**src/logic/corr_consts.svh**
```systemverilog
`ifndef CORR_CONSTS_SVH
`define CORR_CONSTS_SVH

// Array geometry
`define CORR_WIDTH 8
// Time-slots swept per held sample
`define CORR_TRATE 6
// Tapped antennas feeding each of the A and B MUXes
`define CORR_MUX_N 4

// Tap tables, 3-bit antenna index per MUX input, input 0 in the LSBs
`define CORR_ATAPS {3'd3, 3'd2, 3'd1, 3'd0}
`define CORR_BTAPS {3'd7, 3'd6, 3'd5, 3'd4}

// Per-slot MUX selects, slot 0 in the LSBs
// Pairs per slot are (0,4) (0,5) (1,5) (1,6) (2,7) (3,7)
`define CORR_ASELS {2'd3, 2'd2, 2'd1, 2'd1, 2'd0, 2'd0}
`define CORR_BSELS {2'd3, 2'd3, 2'd2, 2'd1, 2'd1, 2'd0}

// Integration length and accumulator size
`define CORR_ACC_FRAMES 4
`define CORR_ACC_BITS 8

`endif

```
**src/logic/corr_pkg.sv**
```systemverilog
`include "corr_consts.svh"

package corr_pkg;

  // One sign bit per antenna, bit 1 is +1 and bit 0 is -1
  typedef logic [`CORR_WIDTH-1:0] antenna_t;

  // Time-slot address within a frame
  typedef logic [$clog2(`CORR_TRATE)-1:0] slot_t;

  // Signed visibility component, also the accumulator type
  typedef logic signed [`CORR_ACC_BITS-1:0] vis_t;

  // Frames seen within the current integration
  typedef logic [$clog2(`CORR_ACC_FRAMES)-1:0] frame_cnt_t;

  // Sequencer FSM
  typedef enum logic {IDLE, SWEEP} seq_state_t;

  // Correlator dump FSM
  typedef enum logic {ACCUM, DUMP} dump_state_t;

endpackage

```
**src/logic/baseline_correlator.sv**
```systemverilog
`timescale 1ns/10ps
`include "corr_consts.svh"

// Per-slot accumulation of A*conj(B), dumped every ACC_FRAMES frames
module baseline_correlator (
  input  logic            clock,
  input  logic            reset_n,
  input  logic            valid_i,
  input  logic            first_i,
  input  logic            last_i,
  input  logic            ai_i,
  input  logic            aq_i,
  input  logic            bi_i,
  input  logic            bq_i,
  output logic            vis_valid_o,
  output corr_pkg::slot_t vis_slot_o,
  output corr_pkg::vis_t  vis_re_o,
  output corr_pkg::vis_t  vis_im_o
);
  import corr_pkg::*;

  localparam int TRATE      = `CORR_TRATE;
  localparam int ACC_FRAMES = `CORR_ACC_FRAMES;

  localparam slot_t      LAST_SLOT  = slot_t'(TRATE - 1);
  localparam frame_cnt_t LAST_FRAME = frame_cnt_t'(ACC_FRAMES - 1);

  vis_t        prod_re;     // -2, 0 or +2
  vis_t        prod_im;
  slot_t       slot_cnt;    // Expected slot of the next beat
  slot_t       beat_slot;   // Slot of the current beat
  frame_cnt_t  frame_cnt;
  logic        snapshot;    // Last beat of the integration
  dump_state_t state;
  slot_t       dump_slot;

  vis_t acc_re  [TRATE];
  vis_t acc_im  [TRATE];
  vis_t dump_re [TRATE];
  vis_t dump_im [TRATE];

  // Sign bit to +1 or -1
  function automatic vis_t sgn(input logic b);
    return b ? vis_t'(1) : vis_t'(-1);
  endfunction

  // Product of two signs is +1 when the bits agree
  assign prod_re = sgn(ai_i ~^ bi_i) + sgn(aq_i ~^ bq_i);
  assign prod_im = sgn(aq_i ~^ bi_i) - sgn(ai_i ~^ bq_i);

  assign beat_slot = first_i ? '0 : slot_cnt;  // first_i resyncs the count
  assign snapshot  = valid_i && last_i && (frame_cnt == LAST_FRAME);

  // Slot and frame counters
  always_ff @(posedge clock) begin
    if (!reset_n) begin
      slot_cnt  <= '0;
      frame_cnt <= '0;
    end else if (valid_i) begin
      slot_cnt <= beat_slot + 1'b1;
      if (last_i) begin
        frame_cnt <= (frame_cnt == LAST_FRAME) ? '0 : frame_cnt + 1'b1;
      end
    end
  end

  // Accumulators, cleared at the snapshot
  always_ff @(posedge clock) begin
    if (!reset_n) begin
      for (int k = 0; k < TRATE; k++) begin
        acc_re[k] <= '0;
        acc_im[k] <= '0;
      end
    end else if (valid_i) begin
      for (int k = 0; k < TRATE; k++) begin
        if (snapshot) begin
          acc_re[k] <= '0;
          acc_im[k] <= '0;
        end else if (slot_t'(k) == beat_slot) begin
          acc_re[k] <= acc_re[k] + prod_re;
          acc_im[k] <= acc_im[k] + prod_im;
        end
      end
    end
  end

  // Dump buffer, totals include the closing beat
  always_ff @(posedge clock) begin
    if (snapshot) begin
      for (int k = 0; k < TRATE; k++) begin
        dump_re[k] <= acc_re[k] + ((slot_t'(k) == beat_slot) ? prod_re : vis_t'(0));
        dump_im[k] <= acc_im[k] + ((slot_t'(k) == beat_slot) ? prod_im : vis_t'(0));
      end
    end
  end

  // Dump FSM, one slot per cycle
  always_ff @(posedge clock) begin
    if (!reset_n) begin
      state       <= ACCUM;
      dump_slot   <= '0;
      vis_valid_o <= 1'b0;
      vis_slot_o  <= '0;
    end else begin
      vis_valid_o <= (state == DUMP);  // Output register adds a cycle
      vis_slot_o  <= dump_slot;
      case (state)
        ACCUM: begin
          if (snapshot) begin
            state     <= DUMP;
            dump_slot <= '0;
          end
        end
        DUMP: begin
          if (dump_slot == LAST_SLOT) begin
            state     <= ACCUM;
            dump_slot <= '0;
          end else begin
            dump_slot <= dump_slot + 1'b1;
          end
        end
        default: state <= ACCUM;
      endcase
    end
  end

  // Visibility payload, qualified by vis_valid_o
  always_ff @(posedge clock) begin
    vis_re_o <= dump_re[dump_slot];
    vis_im_o <= dump_im[dump_slot];
  end

endmodule

```
**src/logic/correlator_top.sv**
```systemverilog
`timescale 1ns/10ps

// Sequencer, sigsource and baseline correlator in a chain
module correlator_top (
  input  logic               clock,
  input  logic               reset_n,
  input  logic               sample_valid_i,
  input  corr_pkg::antenna_t sample_i_i,
  input  corr_pkg::antenna_t sample_q_i,
  output logic               vis_valid_o,
  output corr_pkg::slot_t    vis_slot_o,
  output corr_pkg::vis_t     vis_re_o,
  output corr_pkg::vis_t     vis_im_o
);
  import corr_pkg::*;

  // Sequencer to sigsource
  logic     seq_valid;
  logic     seq_first;
  logic     seq_last;
  slot_t    seq_taddr;
  antenna_t seq_idata;
  antenna_t seq_qdata;

  // Sigsource to correlator
  logic src_valid;
  logic src_first;
  logic src_last;
  logic src_ai;
  logic src_aq;
  logic src_bi;
  logic src_bq;

  slot_sequencer u_seq (
    .clock          (clock),
    .reset_n        (reset_n),
    .sample_valid_i (sample_valid_i),
    .sample_i_i     (sample_i_i),
    .sample_q_i     (sample_q_i),
    .valid_o        (seq_valid),
    .first_o        (seq_first),
    .last_o         (seq_last),
    .taddr_o        (seq_taddr),
    .idata_o        (seq_idata),
    .qdata_o        (seq_qdata)
  );

  // Tables from the defaults
  sigsource u_src (
    .clock   (clock),
    .reset_n (reset_n),
    .valid_i (seq_valid),
    .first_i (seq_first),
    .last_i  (seq_last),
    .taddr_i (seq_taddr),
    .idata_i (seq_idata),
    .qdata_i (seq_qdata),
    .valid_o (src_valid),
    .first_o (src_first),
    .last_o  (src_last),
    .ai_o    (src_ai),
    .aq_o    (src_aq),
    .bi_o    (src_bi),
    .bq_o    (src_bq)
  );

  baseline_correlator u_corr (
    .clock       (clock),
    .reset_n     (reset_n),
    .valid_i     (src_valid),
    .first_i     (src_first),
    .last_i      (src_last),
    .ai_i        (src_ai),
    .aq_i        (src_aq),
    .bi_i        (src_bi),
    .bq_i        (src_bq),
    .vis_valid_o (vis_valid_o),
    .vis_slot_o  (vis_slot_o),
    .vis_re_o    (vis_re_o),
    .vis_im_o    (vis_im_o)
  );

endmodule

```
**src/logic/sigsource.sv**
```systemverilog
`timescale 1ns/10ps
`include "corr_consts.svh"

// Picks the A and B antenna IQ bits for each slot
// Two pipeline stages, markers delayed to match
module sigsource #(
  parameter int WIDTH = `CORR_WIDTH,  // Antennas
  parameter int MUX_N = `CORR_MUX_N,  // Inputs per MUX
  parameter int TRATE = `CORR_TRATE,  // Slots per frame
  parameter logic [$clog2(WIDTH)*MUX_N-1:0] ATAPS = `CORR_ATAPS,
  parameter logic [$clog2(WIDTH)*MUX_N-1:0] BTAPS = `CORR_BTAPS,
  parameter logic [$clog2(MUX_N)*TRATE-1:0] ASELS = `CORR_ASELS,
  parameter logic [$clog2(MUX_N)*TRATE-1:0] BSELS = `CORR_BSELS
) (
  input  logic               clock,
  input  logic               reset_n,
  input  logic               valid_i,
  input  logic               first_i,
  input  logic               last_i,
  input  corr_pkg::slot_t    taddr_i,
  input  corr_pkg::antenna_t idata_i,
  input  corr_pkg::antenna_t qdata_i,
  output logic               valid_o,
  output logic               first_o,
  output logic               last_o,
  output logic               ai_o,
  output logic               aq_o,
  output logic               bi_o,
  output logic               bq_o
);

  localparam int SBITS = $clog2(WIDTH);  // Antenna index width
  localparam int XBITS = $clog2(MUX_N);  // MUX select width

  // Slot to select ROMs, unpacked from the tables
  logic [XBITS-1:0] a_sel_rom [TRATE];
  logic [XBITS-1:0] b_sel_rom [TRATE];

  logic [XBITS-1:0] asel;
  logic [XBITS-1:0] bsel;

  // Tapped antenna bits, one per MUX input
  logic [MUX_N-1:0] ai_src;
  logic [MUX_N-1:0] aq_src;
  logic [MUX_N-1:0] bi_src;
  logic [MUX_N-1:0] bq_src;

  logic valid_s1;
  logic first_s1;
  logic last_s1;

  for (genvar t = 0; t < TRATE; t++) begin : g_sel_rom
    assign a_sel_rom[t] = ASELS[t*XBITS +: XBITS];
    assign b_sel_rom[t] = BSELS[t*XBITS +: XBITS];
  end

  // Stage one, selects and taps
  always_ff @(posedge clock) begin
    asel <= a_sel_rom[taddr_i];
    bsel <= b_sel_rom[taddr_i];
    for (int m = 0; m < MUX_N; m++) begin
      ai_src[m] <= idata_i[ATAPS[m*SBITS +: SBITS]];
      aq_src[m] <= qdata_i[ATAPS[m*SBITS +: SBITS]];
      bi_src[m] <= idata_i[BTAPS[m*SBITS +: SBITS]];
      bq_src[m] <= qdata_i[BTAPS[m*SBITS +: SBITS]];
    end
  end

  // Marker pipeline, both stages
  always_ff @(posedge clock) begin
    if (!reset_n) begin
      valid_s1 <= 1'b0;
      first_s1 <= 1'b0;
      last_s1  <= 1'b0;
      valid_o  <= 1'b0;
      first_o  <= 1'b0;
      last_o   <= 1'b0;
    end else begin
      valid_s1 <= valid_i;
      first_s1 <= first_i;
      last_s1  <= last_i;
      valid_o  <= valid_s1;
      first_o  <= first_s1;
      last_o   <= last_s1;
    end
  end

  // Stage two, the A and B MUXes
  always_ff @(posedge clock) begin
    ai_o <= ai_src[asel];
    aq_o <= aq_src[asel];
    bi_o <= bi_src[bsel];
    bq_o <= bq_src[bsel];
  end

endmodule

```
**src/logic/slot_sequencer.sv**
```systemverilog
`timescale 1ns/10ps
`include "corr_consts.svh"

// Holds one antenna sample and replays it over TRATE consecutive slots
module slot_sequencer (
  input  logic               clock,
  input  logic               reset_n,
  input  logic               sample_valid_i,  // One-cycle strobe
  input  corr_pkg::antenna_t sample_i_i,
  input  corr_pkg::antenna_t sample_q_i,
  output logic               valid_o,
  output logic               first_o,         // Slot 0 marker
  output logic               last_o,          // Slot TRATE-1 marker
  output corr_pkg::slot_t    taddr_o,
  output corr_pkg::antenna_t idata_o,
  output corr_pkg::antenna_t qdata_o
);
  import corr_pkg::*;

  localparam slot_t LAST_SLOT = slot_t'(`CORR_TRATE - 1);

  seq_state_t state;
  slot_t      slot_cnt;  // Stays at 0 while idle
  antenna_t   hold_i;
  antenna_t   hold_q;

  always_ff @(posedge clock) begin
    if (!reset_n) begin
      state    <= IDLE;
      slot_cnt <= '0;
    end else begin
      case (state)
        IDLE: begin
          if (sample_valid_i) begin
            state    <= SWEEP;  // First slot on the next cycle
            slot_cnt <= '0;
          end
        end
        SWEEP: begin
          // Strobes during a sweep are dropped
          if (slot_cnt == LAST_SLOT) begin
            state    <= IDLE;
            slot_cnt <= '0;
          end else begin
            slot_cnt <= slot_cnt + 1'b1;
          end
        end
        default: state <= IDLE;
      endcase
    end
  end

  // Sample capture, only when a new sweep is accepted
  always_ff @(posedge clock) begin
    if (state == IDLE && sample_valid_i) begin
      hold_i <= sample_i_i;
      hold_q <= sample_q_i;
    end
  end

  assign valid_o = (state == SWEEP);
  assign first_o = valid_o && (slot_cnt == '0);
  assign last_o  = valid_o && (slot_cnt == LAST_SLOT);
  assign taddr_o = slot_cnt;
  assign idata_o = hold_i;   // Same sample on every slot
  assign qdata_o = hold_q;

endmodule

```
**config.mk**
```make
export PLATFORM = sky130hd
export DESIGN_NAME = correlator_top
export DESIGN_NICKNAME = d
export VERILOG_FILES = /design/src/logic/corr_pkg.sv /design/src/logic/baseline_correlator.sv /design/src/logic/correlator_top.sv /design/src/logic/sigsource.sv /design/src/logic/slot_sequencer.sv
export VERILOG_INCLUDE_DIRS = /design/src /design/src/logic
export SDC_FILE = /design/constraint.sdc
export NUM_CORES = 1
export LEC_CHECK = 0
export BUFFER_PORTS_ARGS = -buffer_cell sky130_fd_sc_hd__buf_2
export CAP_MARGIN = 20
export CORE_ASPECT_RATIO = 1.4
export CORE_MARGIN = 2
export CORE_UTILIZATION = 30
export CTS_CLUSTER_SIZE = 16
export DETAILED_ROUTE_END_ITERATION = 10
export PLACE_DENSITY_LB_ADDON = 0.2
export SLEW_MARGIN = 20
export SYNTH_ARGS = -nofsm -noshare
export SYNTH_HDL_FRONTEND = slang
export SYNTH_SLANG_ARGS = --single-unit
```
**constraint.sdc**
```tcl
create_clock -name clock -period 3.4 [get_ports clock]
set_input_delay 0.68 -clock clock [delete_from_list [all_inputs] [get_ports clock]]
set_output_delay 0.68 -clock clock [all_outputs]
set_load 0.005 [all_outputs]
```
==> results.md, run 1 <==
- The top-area cell type share of the netlist area is 0.387.
- Dividing the final minimum period by the clock period gives 0.866.
- The worst slew margin relative to its limit is 0.404.
- Summing every instance area after synthesis gives around 14000 sq um.
- The share of total power dissipated in combinational logic is 0.172.
- The slowest stage of the critical path is the sky130_fd_sc_hd__fa_1 cell.
- The count of final max-slew check failures is 0.
- By startpoint and endpoint, the worst setup path is classified as reg -> reg.
- The worst min-delay path category is in -> reg.
- The run finished with clean final reports.
- The most frequent standard cell in the layout excluding fill and tap cells is sky130_fd_sc_hd__edfxtp_1.
- The detailed router finished its first iteration with 322 violations.
- The via count of the first global-routing pass is ~9700.
- Counting flops and latches in the post-synthesis netlist gives 245.
- Yosys attributes the largest share of cell area to sky130_fd_sc_hd__edfxtp_1 39%, sky130_fd_sc_hd__ha_1 13%, sky130_fd_sc_hd__dfxtp_1 8.5%.
- The final critical-path required period is 2.94 ns.
- The total leakage power is 6.54 nW.
- Synthesis handed over a netlist of 1282 instances.
- Of the cells placed in the final design, the portion with a size suffix greater than 1 is 0.104.
- The remaining global-route overflow is 0.
- The number of buffers and inverters on the critical path is 1.
- STA classifies the critical path startpoint as a flop.
- At the later pin of the worst-skew pair, clock insertion delay measures roughly 0.58 ns.
- The CTS clock-pin slew for the worst setup and hold paths is roughly 0.060 ns.
- The per-cell via count in the routed design is 4.64.
- The biggest area consumer among synthesized cells is sky130_fd_sc_hd__edfxtp_1.
- The number of flops mapped to enable cells by yosys is 184.
- For this configuration, the core starts out at a cell density of 0.304.
- In this run the most used layer during global routing was met2.
- The required time at the worst-slack endpoint is 3.68 ns.
- The final-report setup violation count is 0.
- Summing all non-filler instances in the final layout gives an area of 16300 sq um.
- For this block, the via count after detailed routing is 9289.
- The HPWL after detailed placement is between 20 and 25 mm.
- At the end of routability-driven placement, the weighted congestion stood at 0.787.
- The number of antenna diodes in the final layout is 0.
- Based on the critical path, the design can be clocked at up to 340 MHz.
- The region available for standard cell placement spans 47000 sq um.
- Traced cell by cell, the critical path runs through xor2_1 -> ha_2 -> inv_1 -> fa_1 -> nor2b_1 -> o31ai_1 -> a21oi_1 -> xnor2_1 -> nor2_1.
- Among cell families on the critical path, the largest total delay comes from adder cells.
- After clock tree synthesis, the flow added hold-fix buffers numbering 0.
- For the worst setup path, the data arrival time is 3.23 ns.
- The iteration count of the initial detailed-routing pass is 4.
- The final layout contains routed wiring with a total length of 32.3 mm.
- Across the whole layout, storage elements account for 6750 sq um.
- The setup check on the worst reg-to-reg path leaves a slack of 0.46 ns.
- The first-pass GRT wire length is around 52 mm.
- The clock network fraction of design power is 0.387.
- The number of nets in the final layout is 1553.
- Each instance of the synthesized netlist takes up on average 11.1 sq um.
- For met2 alone, demand over resource in global routing was 0.256.
- Of the total power, the share spent switching nets is 0.273.
- STA classifies the critical path endpoint as a flop.
- For the final database, setup skew stands at 0.0321 ns.
- The count of buffers added by post-CTS timing repair for setup is 0.
- The tree is rooted in a sky130_fd_sc_hd__clkbuf_16.
- From left edge to right edge, the die measures between 150 and 200 um.
- In the global route stage, overall resource usage came out at 0.133.
- The most frequently used flop master after synthesis is sky130_fd_sc_hd__edfxtp_1.
- Setup repair after global routing left no endpoint under its margin.
- The area added between synthesis and finish is 14.3%.
- From bottom edge to top edge, the die measures 262 um.
- Counting flops with an async set or reset pin after synthesis yields a share of 0.
- At the pin with the least slew margin, the transition time is between 0.8 and 0.9 ns.
- The design draws between 0.007 and 0.008 W.
- The area of the multi-input gates is about 7100 sq um.
- The number of sinks handled by clock tree synthesis is 245.
- The H-tree level count is 1.
- The CTS tree is yes.
- Along the worst path, the maximum fanout reaches 16.
- The top-level port count is 39.
- The routed wire length per instance is 16.1 um.
- The aggregate negative setup slack is 0 ns.
- The peak supply drop is ~0.37 mV.
- The number of distinct library cells after synthesis is 45.
- The number of antenna violations at the first check in global routing was 0.
- The final-report hold violation count is 0.
- Summed over all nets, the switching power comes to 0.00207 W.
- The internal power of the cells is 0.00553 W.
- In this run, CTS created clock tree buffers numbering 28.
- Entering global routing, the biggest net connects 39 pins.
- The die outline area is 49400 sq um.
- Port buffering added 36 buffers.
- In this run, post-CTS repair resized a total of 0 instances.
- Max-cap violations in this run came to 0.
- The post-route antenna net violation count is 0.
- The power density over the cells is 466 nW/um^2.
- In the layout the commonest cells are 184 x sky130_fd_sc_hd__edfxtp_1, 150 x sky130_fd_sc_hd__ha_1, 135 x sky130_fd_sc_hd__nor2_1.
- On the worst path, the slowest cell contributes a delay of 0.53 ns.
- The buffer depth of the longest clock path is 3.
- In this run the core area contains 94 standard-cell rows.
- In the global route stage, met1 resource usage came out at 0.152.
- Fill cells in the final layout number 4714.
- The register share of total power is 0.441.
- Of the synthesized area, sequential elements account for 0.472.
- The total DRC errors in the routed layout is 0.
- For met3 alone, demand over resource in global routing was 0.0169.
- The placed cell area is 15400 sq um.
- The number of warnings reported in the yosys synthesis log is 0.
cell usage after synthesis, types with 2 or more instances:
library cell                  n
sky130_fd_sc_hd__nor2_1     135
sky130_fd_sc_hd__nor3_1      40
sky130_fd_sc_hd__a21oi_1     58
sky130_fd_sc_hd__nand4_1      3
sky130_fd_sc_hd__and2_1      14
sky130_fd_sc_hd__or2_2        3
sky130_fd_sc_hd__o21ai_0     93
sky130_fd_sc_hd__nand2b_1     5
sky130_fd_sc_hd__o21a_1      22
sky130_fd_sc_hd__mux4_2      18
sky130_fd_sc_hd__clkbuf_1    13
sky130_fd_sc_hd__buf_2       11
sky130_fd_sc_hd__nor2b_1     51
sky130_fd_sc_hd__o31ai_1     10
sky130_fd_sc_hd__buf_4        4
sky130_fd_sc_hd__inv_1       83
sky130_fd_sc_hd__and3_1      10
sky130_fd_sc_hd__dfxtp_1     61
sky130_fd_sc_hd__xor2_1      26
sky130_fd_sc_hd__and3b_1      6
sky130_fd_sc_hd__a21o_1      15
sky130_fd_sc_hd__ha_1       152
sky130_fd_sc_hd__o211a_1      2
sky130_fd_sc_hd__a2bb2oi_1    9
sky130_fd_sc_hd__nand3_1     10
sky130_fd_sc_hd__xnor2_1     67
sky130_fd_sc_hd__nand2_1     69
sky130_fd_sc_hd__nor3b_1      3
sky130_fd_sc_hd__a211oi_1    28
sky130_fd_sc_hd__mux2i_1     15
sky130_fd_sc_hd__o21bai_1    26
sky130_fd_sc_hd__fa_1        24
sky130_fd_sc_hd__edfxtp_1   184
metrics by stage:
stage / hold WS [ns] / setup slack (ns) / instances / utilization
after floorplan: 0.323 / 0.188 / 1283 / -
after global placement: 0.325 / 0.451 / 1951 / 0.328
after detailed placement: 0.327 / 0.437 / 1951 / 0.328
after CTS: 0.225 / 0.389 / 2003 / 0.347
after global routing: 0.243 / 0.211 / 2004 / 0.347
final: 0.274 / 0.455 / 2004 / 0.347
layout make-up:
class                      instances  area share
multi-input combinational        926       0.435
tap                              624      0.0478
sequential                       245       0.413
clock inverter                     9     0.00498
clock buffer                      43      0.0501
inverter                          83      0.0192
timing repair buffer              74      0.0297
cells by family after synthesis:
logic type,Yosys count,share of synthesized area
and+or+nand+nor,353,0.117
AOI/OAI and AO/OA,269,0.116
DFF,245,0.472
adders and majority gates,176,0.167
buffers and inverters,112,0.0315
xor gates and xnor gates,93,0.0570
muxes,33,0.0389
other,1,0.000262
final timing paths:
check | start | to | cells after the start
hold / removal | sample_q_i[1] | u_seq.qdata_o[1]$_DFFE_PP_ | 1
setup / recovery | u_src.bq_o$_DFF_P_ | u_corr.acc_re[0][23]$_SDFFCE_PN0P_ | 9
hold reg to reg | u_seq.idata_o[0]$_DFFE_PP_ | u_src.ai_src[0]$_DFF_P_ | 0
setup reg to reg | u_src.bq_o$_DFF_P_ | u_corr.acc_re[0][23]$_SDFFCE_PN0P_ | 9
power groups by stage:
stage / logic, W / clock network, W / registers [W]
floorplan: 0.00100 / 0 / 0.00340
global placement: 0.00131 / 0 / 0.00342
detailed placement: 0.00132 / 0 / 0.00342
CTS: 0.00133 / 0.00306 / 0.00335
global route: 0.00150 / 0.00316 / 0.00336
finish: 0.00131 / 0.00295 / 0.00335
sequential cells by signal (all words and copies together), names as in the netlist, 3 cells and up:
signal,flops
u_corr.acc_im,42
u_corr.acc_re,42
u_corr.dump_im,42
u_corr.dump_re,42
u_corr.dump_slot,3
u_corr.slot_cnt,3
u_corr.vis_im_o,7
u_corr.vis_re_o,7
u_corr.vis_slot_o,3
u_seq.idata_o,8
u_seq.qdata_o,8
u_seq.taddr_o,3
u_src.ai_src,4
u_src.aq_src,4
u_src.bi_src,4
u_src.bq_src,4
worst reg2reg max path, stage by stage (launching register included):
cell and delay (ns):
sky130_fd_sc_hd__dfxtp_1 0.35, sky130_fd_sc_hd__xor2_1 0.18, sky130_fd_sc_hd__ha_2 0.48, sky130_fd_sc_hd__inv_1 0.40, sky130_fd_sc_hd__fa_1 0.54, sky130_fd_sc_hd__nor2b_1 0.20
sky130_fd_sc_hd__o31ai_1 0.14, sky130_fd_sc_hd__a21oi_1 0.18, sky130_fd_sc_hd__xnor2_1 0.13, sky130_fd_sc_hd__nor2_1 0.05
metal layers:
layer  wire (um)  up-vias  share of wire
met2       17300       89           0.54
met3         827       43          0.026
li1            -     4752              -
met1       13400     4405           0.42
met5           0        -              0
met4         672        0          0.021
Note: power is estimated with default switching activity, not from simulation.
==> run 2, diff against run 1 <==
- SKIP_LAST_GASP: unset -> 1
- SYNTH_HIERARCHICAL: unset -> 1
==> run 2 against run 1 <==
  * Non-clock buffer count decreased by 22
  * Combinational power about the same
  * Utilization decreased by 0.27 points
  * Routed wire length increased by 1.1%
  * Count of clock-buffer cells in the layout decreased by 3
  * Critical path depth increased by 1
  * Maximum frequency increased by 3.4%
  * Sequential cell count unchanged
  * Critical endpoint is now u_corr/dump_re[2][7]$_DFFE_PP_
  * Cell area increased by 1.0%
  * Clock power increased by 9.8%
==> results.md, run 2 <==
- The aggregate negative setup slack is 0 ns (unchanged).
- The sort of element at the start of the critical path is a flop.
- The critical path class is reg -> reg.
- The number of instances on the worst hold path was 1 (unchanged).
- The synthesized area per cell came to 11.5 sq um (+2.8%).
- The most frequent standard cell in the layout excluding fill and tap cells is sky130_fd_sc_hd__edfxtp_1.
- The H-tree level count is 1 (unchanged).
- The post-placement cell count is 1923 (-1.4%).
- In this run the clock root is driven by a sky130_fd_sc_hd__clkbuf_16.
- The final-report hold violation count was 0 (unchanged).
- The post-route antenna net violation count was 0 (unchanged).
- The synthesis-stage register bit count is 245 (unchanged).
- Setup repair after global routing left no endpoint under its margin.
- The total leakage power is 6.72 nW (+2.7%).
- The peak supply drop is 0.396 mV (+6.6%).
- The count of hold buffers inserted by post-cts repair came to 0 (unchanged).
- The number of port buffers came to 36 (unchanged).
- The post-cts gate resize count is 0 (unchanged).
- The first-pass GRT wire length is 52.1 mm (about the same).
- The total DRC errors in the routed layout is 0 (unchanged).
- The count of final max-slew check failures was 0 (unchanged).
- The power density over the cells is 479 nW/um^2 (+2.9%).
- The final-report setup violation count came to 0 (unchanged).
- The area added between synthesis and finish is 13.8%.
- The number of nets in the final layout was 1514 (-2.5%).
- The min-delay analysis places its worst path in the category in -> reg.
- The number of warnings reported in the yosys synthesis log came to 6 (+6).
- The transition time of the tightest slew-check pin was 0.977 ns (+0.0827 ns).
- The CTS clock-pin slew for the worst setup and hold paths was 0.06 ns (about the same).
- The aggregate routed wire length came to 32.6 mm (+1.1%).
- The share of the cycle needed by the critical path after routing is 0.837 (-0.0287).
- The async set or reset register ratio after synthesis is 0 (unchanged).
- The combined global-route utilization of all metal layers was 0.132 (-0.00126).
- The number of cell instances on the worst register-to-register path came to 10 (+1).
- The final critical-path required period is 2.85 ns (-0.0975 ns).
- The reg2reg setup slack is 0.55 ns (+0.10 ns).
- In this run the most critical hold path is launched from sample_q_i[4].
- The count of vias placed by the detailed router is 9401 (+1.2%).
- The post-place setup slack is 0.551 ns (+0.114 ns).
- The later-pin clock latency in the skew report is 0.56 ns (-0.02 ns).
- The number of flops mapped to enable cells by yosys came to 184 (unchanged).
- The row count came to 95 (+1.1%).
- The number of antenna cells inserted is 0 (unchanged).
- The area of the multi-input gates is 7320 sq um (+3.1%).
- The share of synthesized area occupied by flip-flops and latches is 0.465 (-0.00681).
- The data arrival time of the critical path is 3.16 ns (-0.07 ns).
- The die outline area is 50100 sq um (+1.4%).
- TritonCTS built the clock tree.
- The detailed placer's ending HPWL was 24.6 mm (-0.54%).
- The most frequently used flop master after synthesis is sky130_fd_sc_hd__edfxtp_1.
- The iteration count of the initial detailed-routing pass is 5 (+1).
- The filler cell count is 4736 (+0.47%).
- The destination of the worst register-to-register timing path is u_corr/dump_re[2][7]$_DFFE_PP_.
- The number of sinks handled by clock tree synthesis came to 245 (unchanged).
- The number of clock buffers inserted by TritonCTS is 28 (unchanged).
- The number of antenna violations at the first check in global routing is 0 (unchanged).
- The sum of internal, switching and leakage power is 0.00791 W (+3.9%).
- The fraction of final layout cells sized beyond drive strength 1 came to 0.106 (+0.00123).
- The area taken by flip-flops and latches is 6750 sq um (unchanged).
- The number of instances in the synthesized netlist is 1265 (-1.3%).
- The synthesized cell area is 14500 sq um (+1.5%).
- The library cells used most frequently in the layout, excluding fill and tap cells, are 184 x sky130_fd_sc_hd__edfxtp_1, 146 x sky130_fd_sc_hd__ha_1, 101 x sky130_fd_sc_hd__a21oi_1.
- The non-filler instance count after layout is 1975 (-1.4%).
- Counting instances in the post-synthesis netlist gives the leading cell types as 184 x sky130_fd_sc_hd__edfxtp_1, 148 x sky130_fd_sc_hd__ha_1, 101 x sky130_fd_sc_hd__a21oi_1, 84 x sky130_fd_sc_hd__inv_1.
- The worst slew margin relative to its limit is 0.348 (-0.0555).
- The number of distinct library cells after synthesis is 54 (+20%).
- The detailed router's first-iteration violation count is 453 (+41%).
- The top-area cell type share of the netlist area is 0.381 (-0.00557).
- The global placement routability congestion is 0.820 (+4.1%).
- The startpoint identified for the worst register-to-register timing path is u_src/ai_o$_DFF_P_.
- sky130_fd_sc_hd__edfxtp_1 takes more of the synthesized area than any other cell.
- The buffer depth of the longest clock path came to 3 (unchanged).
- The initial core utilization was 0.303 (-0.00107).
- The run finished with clean final reports.
- The slack of the critical path is 0.553 ns (+0.0975 ns).
- The path with the worst hold slack has its endpoint at u_seq/qdata_o[4]$_DFFE_PP_.
- The largest net degree at the start of global routing is 42 (+7.7%).
- The y dimension of the die is 264 um (+0.72%).
- The required time at the worst-slack endpoint came to 3.71 ns (+0.03 ns).
- The width of the chip is 190 um (+0.71%).
- By area the synthesized netlist is led by sky130_fd_sc_hd__edfxtp_1 38%, sky130_fd_sc_hd__ha_1 13%, sky130_fd_sc_hd__dfxtp_1 8.4%.
- The remaining global-route overflow is 0 (unchanged).
- The routed wire length per instance came to 16.5 um (+2.6%).
- The upper clock frequency limit was 351 MHz (+3.4%).
- STA classifies the critical path endpoint as a flop.
- The via count of the first global-routing pass is 9556 (-1.4%).
- The worst setup skew after layout is 0.0195 ns (-0.0125 ns).
- The maximum fanout encountered on the critical timing path is 19 (+3).
- The count of buffers added by post-CTS timing repair for setup was 0 (unchanged).
- The per-cell via count in the routed design is 4.76 (+2.7%).
- The most common cell in the synthesized netlist is sky130_fd_sc_hd__edfxtp_1.
- The core outline area is 47900 sq um (+1.8%).
- The count of maximum capacitance violations is 0 (unchanged).
- The top-level port count was 39 (unchanged).
## run 2: through the flow
stage / hold slack (ns) / utilization / cell area, sq um
after floorplan: 0.323 / - / 14500
after global placement: 0.327 / 0.324 / 15500
after detailed placement: 0.327 / 0.324 / 15500
after CTS: 0.244 / 0.344 / 16500
after global routing: 0.244 / 0.344 / 16500
final: 0.287 / 0.344 / 16500
## run 2: how the worst max path moves through the flow
stage	from	endpoint	slack, ns	cells past startpoint
2_1_floorplan	u_src/aq_o$_DFF_P_	u_corr/dump_im[3][7]$_DFFE_PP_	0.32	10
3_3_place_gp	u_src/aq_o$_DFF_P_	u_corr/acc_im[0][39]$_SDFFCE_PN0P_	0.57	8
3_5_place_dp	u_src/ai_o$_DFF_P_	u_corr/dump_re[2][7]$_DFFE_PP_	0.55	10
4_1_cts	u_src/ai_o$_DFF_P_	u_corr/acc_im[0][39]$_SDFFCE_PN0P_	0.52	8
5_1_grt	u_corr/slot_cnt[2]$_SDFFE_PN0P_	u_corr/dump_im[4][7]$_DFFE_PP_	0.32	10
6_report	u_src/ai_o$_DFF_P_	u_corr/dump_re[2][7]$_DFFE_PP_	0.55	10
## run 2: critical path, cell delays in order (launching register included)
cell and delay [ns]:
sky130_fd_sc_hd__dfxtp_1 0.37, sky130_fd_sc_hd__xor2_1 0.16, sky130_fd_sc_hd__ha_2 0.41, sky130_fd_sc_hd__buf_4 0.34
sky130_fd_sc_hd__nand2_1 0.17, sky130_fd_sc_hd__inv_1 0.18, sky130_fd_sc_hd__ha_1 0.29, sky130_fd_sc_hd__nor2b_1 0.16
sky130_fd_sc_hd__o31a_1 0.26, sky130_fd_sc_hd__o22ai_1 0.16, sky130_fd_sc_hd__xnor2_1 0.09
## run 2: area by class of cell
type	count	area share
clock inverters	12	0.0107
well taps	630	0.0478
flip-flops and latches	245	0.409
multi-input cells	912	0.444
inverters	84	0.0192
clock buffers	40	0.0496
repair buffers	52	0.0197
## run 2: cell families after synthesis
logic type | count (synthesis) | share of synthesized area
AO/OA/AOI/OAI | 305 | 0.137
adder cells (fa/ha/maj) | 172 | 0.161
multiplexers | 34 | 0.0405
XOR/XNOR | 91 | 0.0550
flip-flops | 245 | 0.465
buffers and inverters | 109 | 0.0305
AND/OR/NAND/NOR | 308 | 0.110
other | 1 | 0.000259
## run 2: power breakdown
part | leakage, nW | switching (W) | total [W] | internal (W)
Clock | 0.484 | 0.00126 | 0.00324 | 0.00198
Combinational | 3.94 | 0.000755 | 0.00131 | 0.000556
Sequential | 2.29 | 0.0000525 | 0.00335 | 0.00330
Total | 6.72 | 0.00207 | 0.00791 | 0.00584
## run 2: routing by layer
metal | wire length, um | global-route usage
met5 | 0 | 0
met4 | 586 | 0.0342
met3 | 993 | 0.0177
met2 | 17400 | 0.249
met1 | 13600 | 0.155
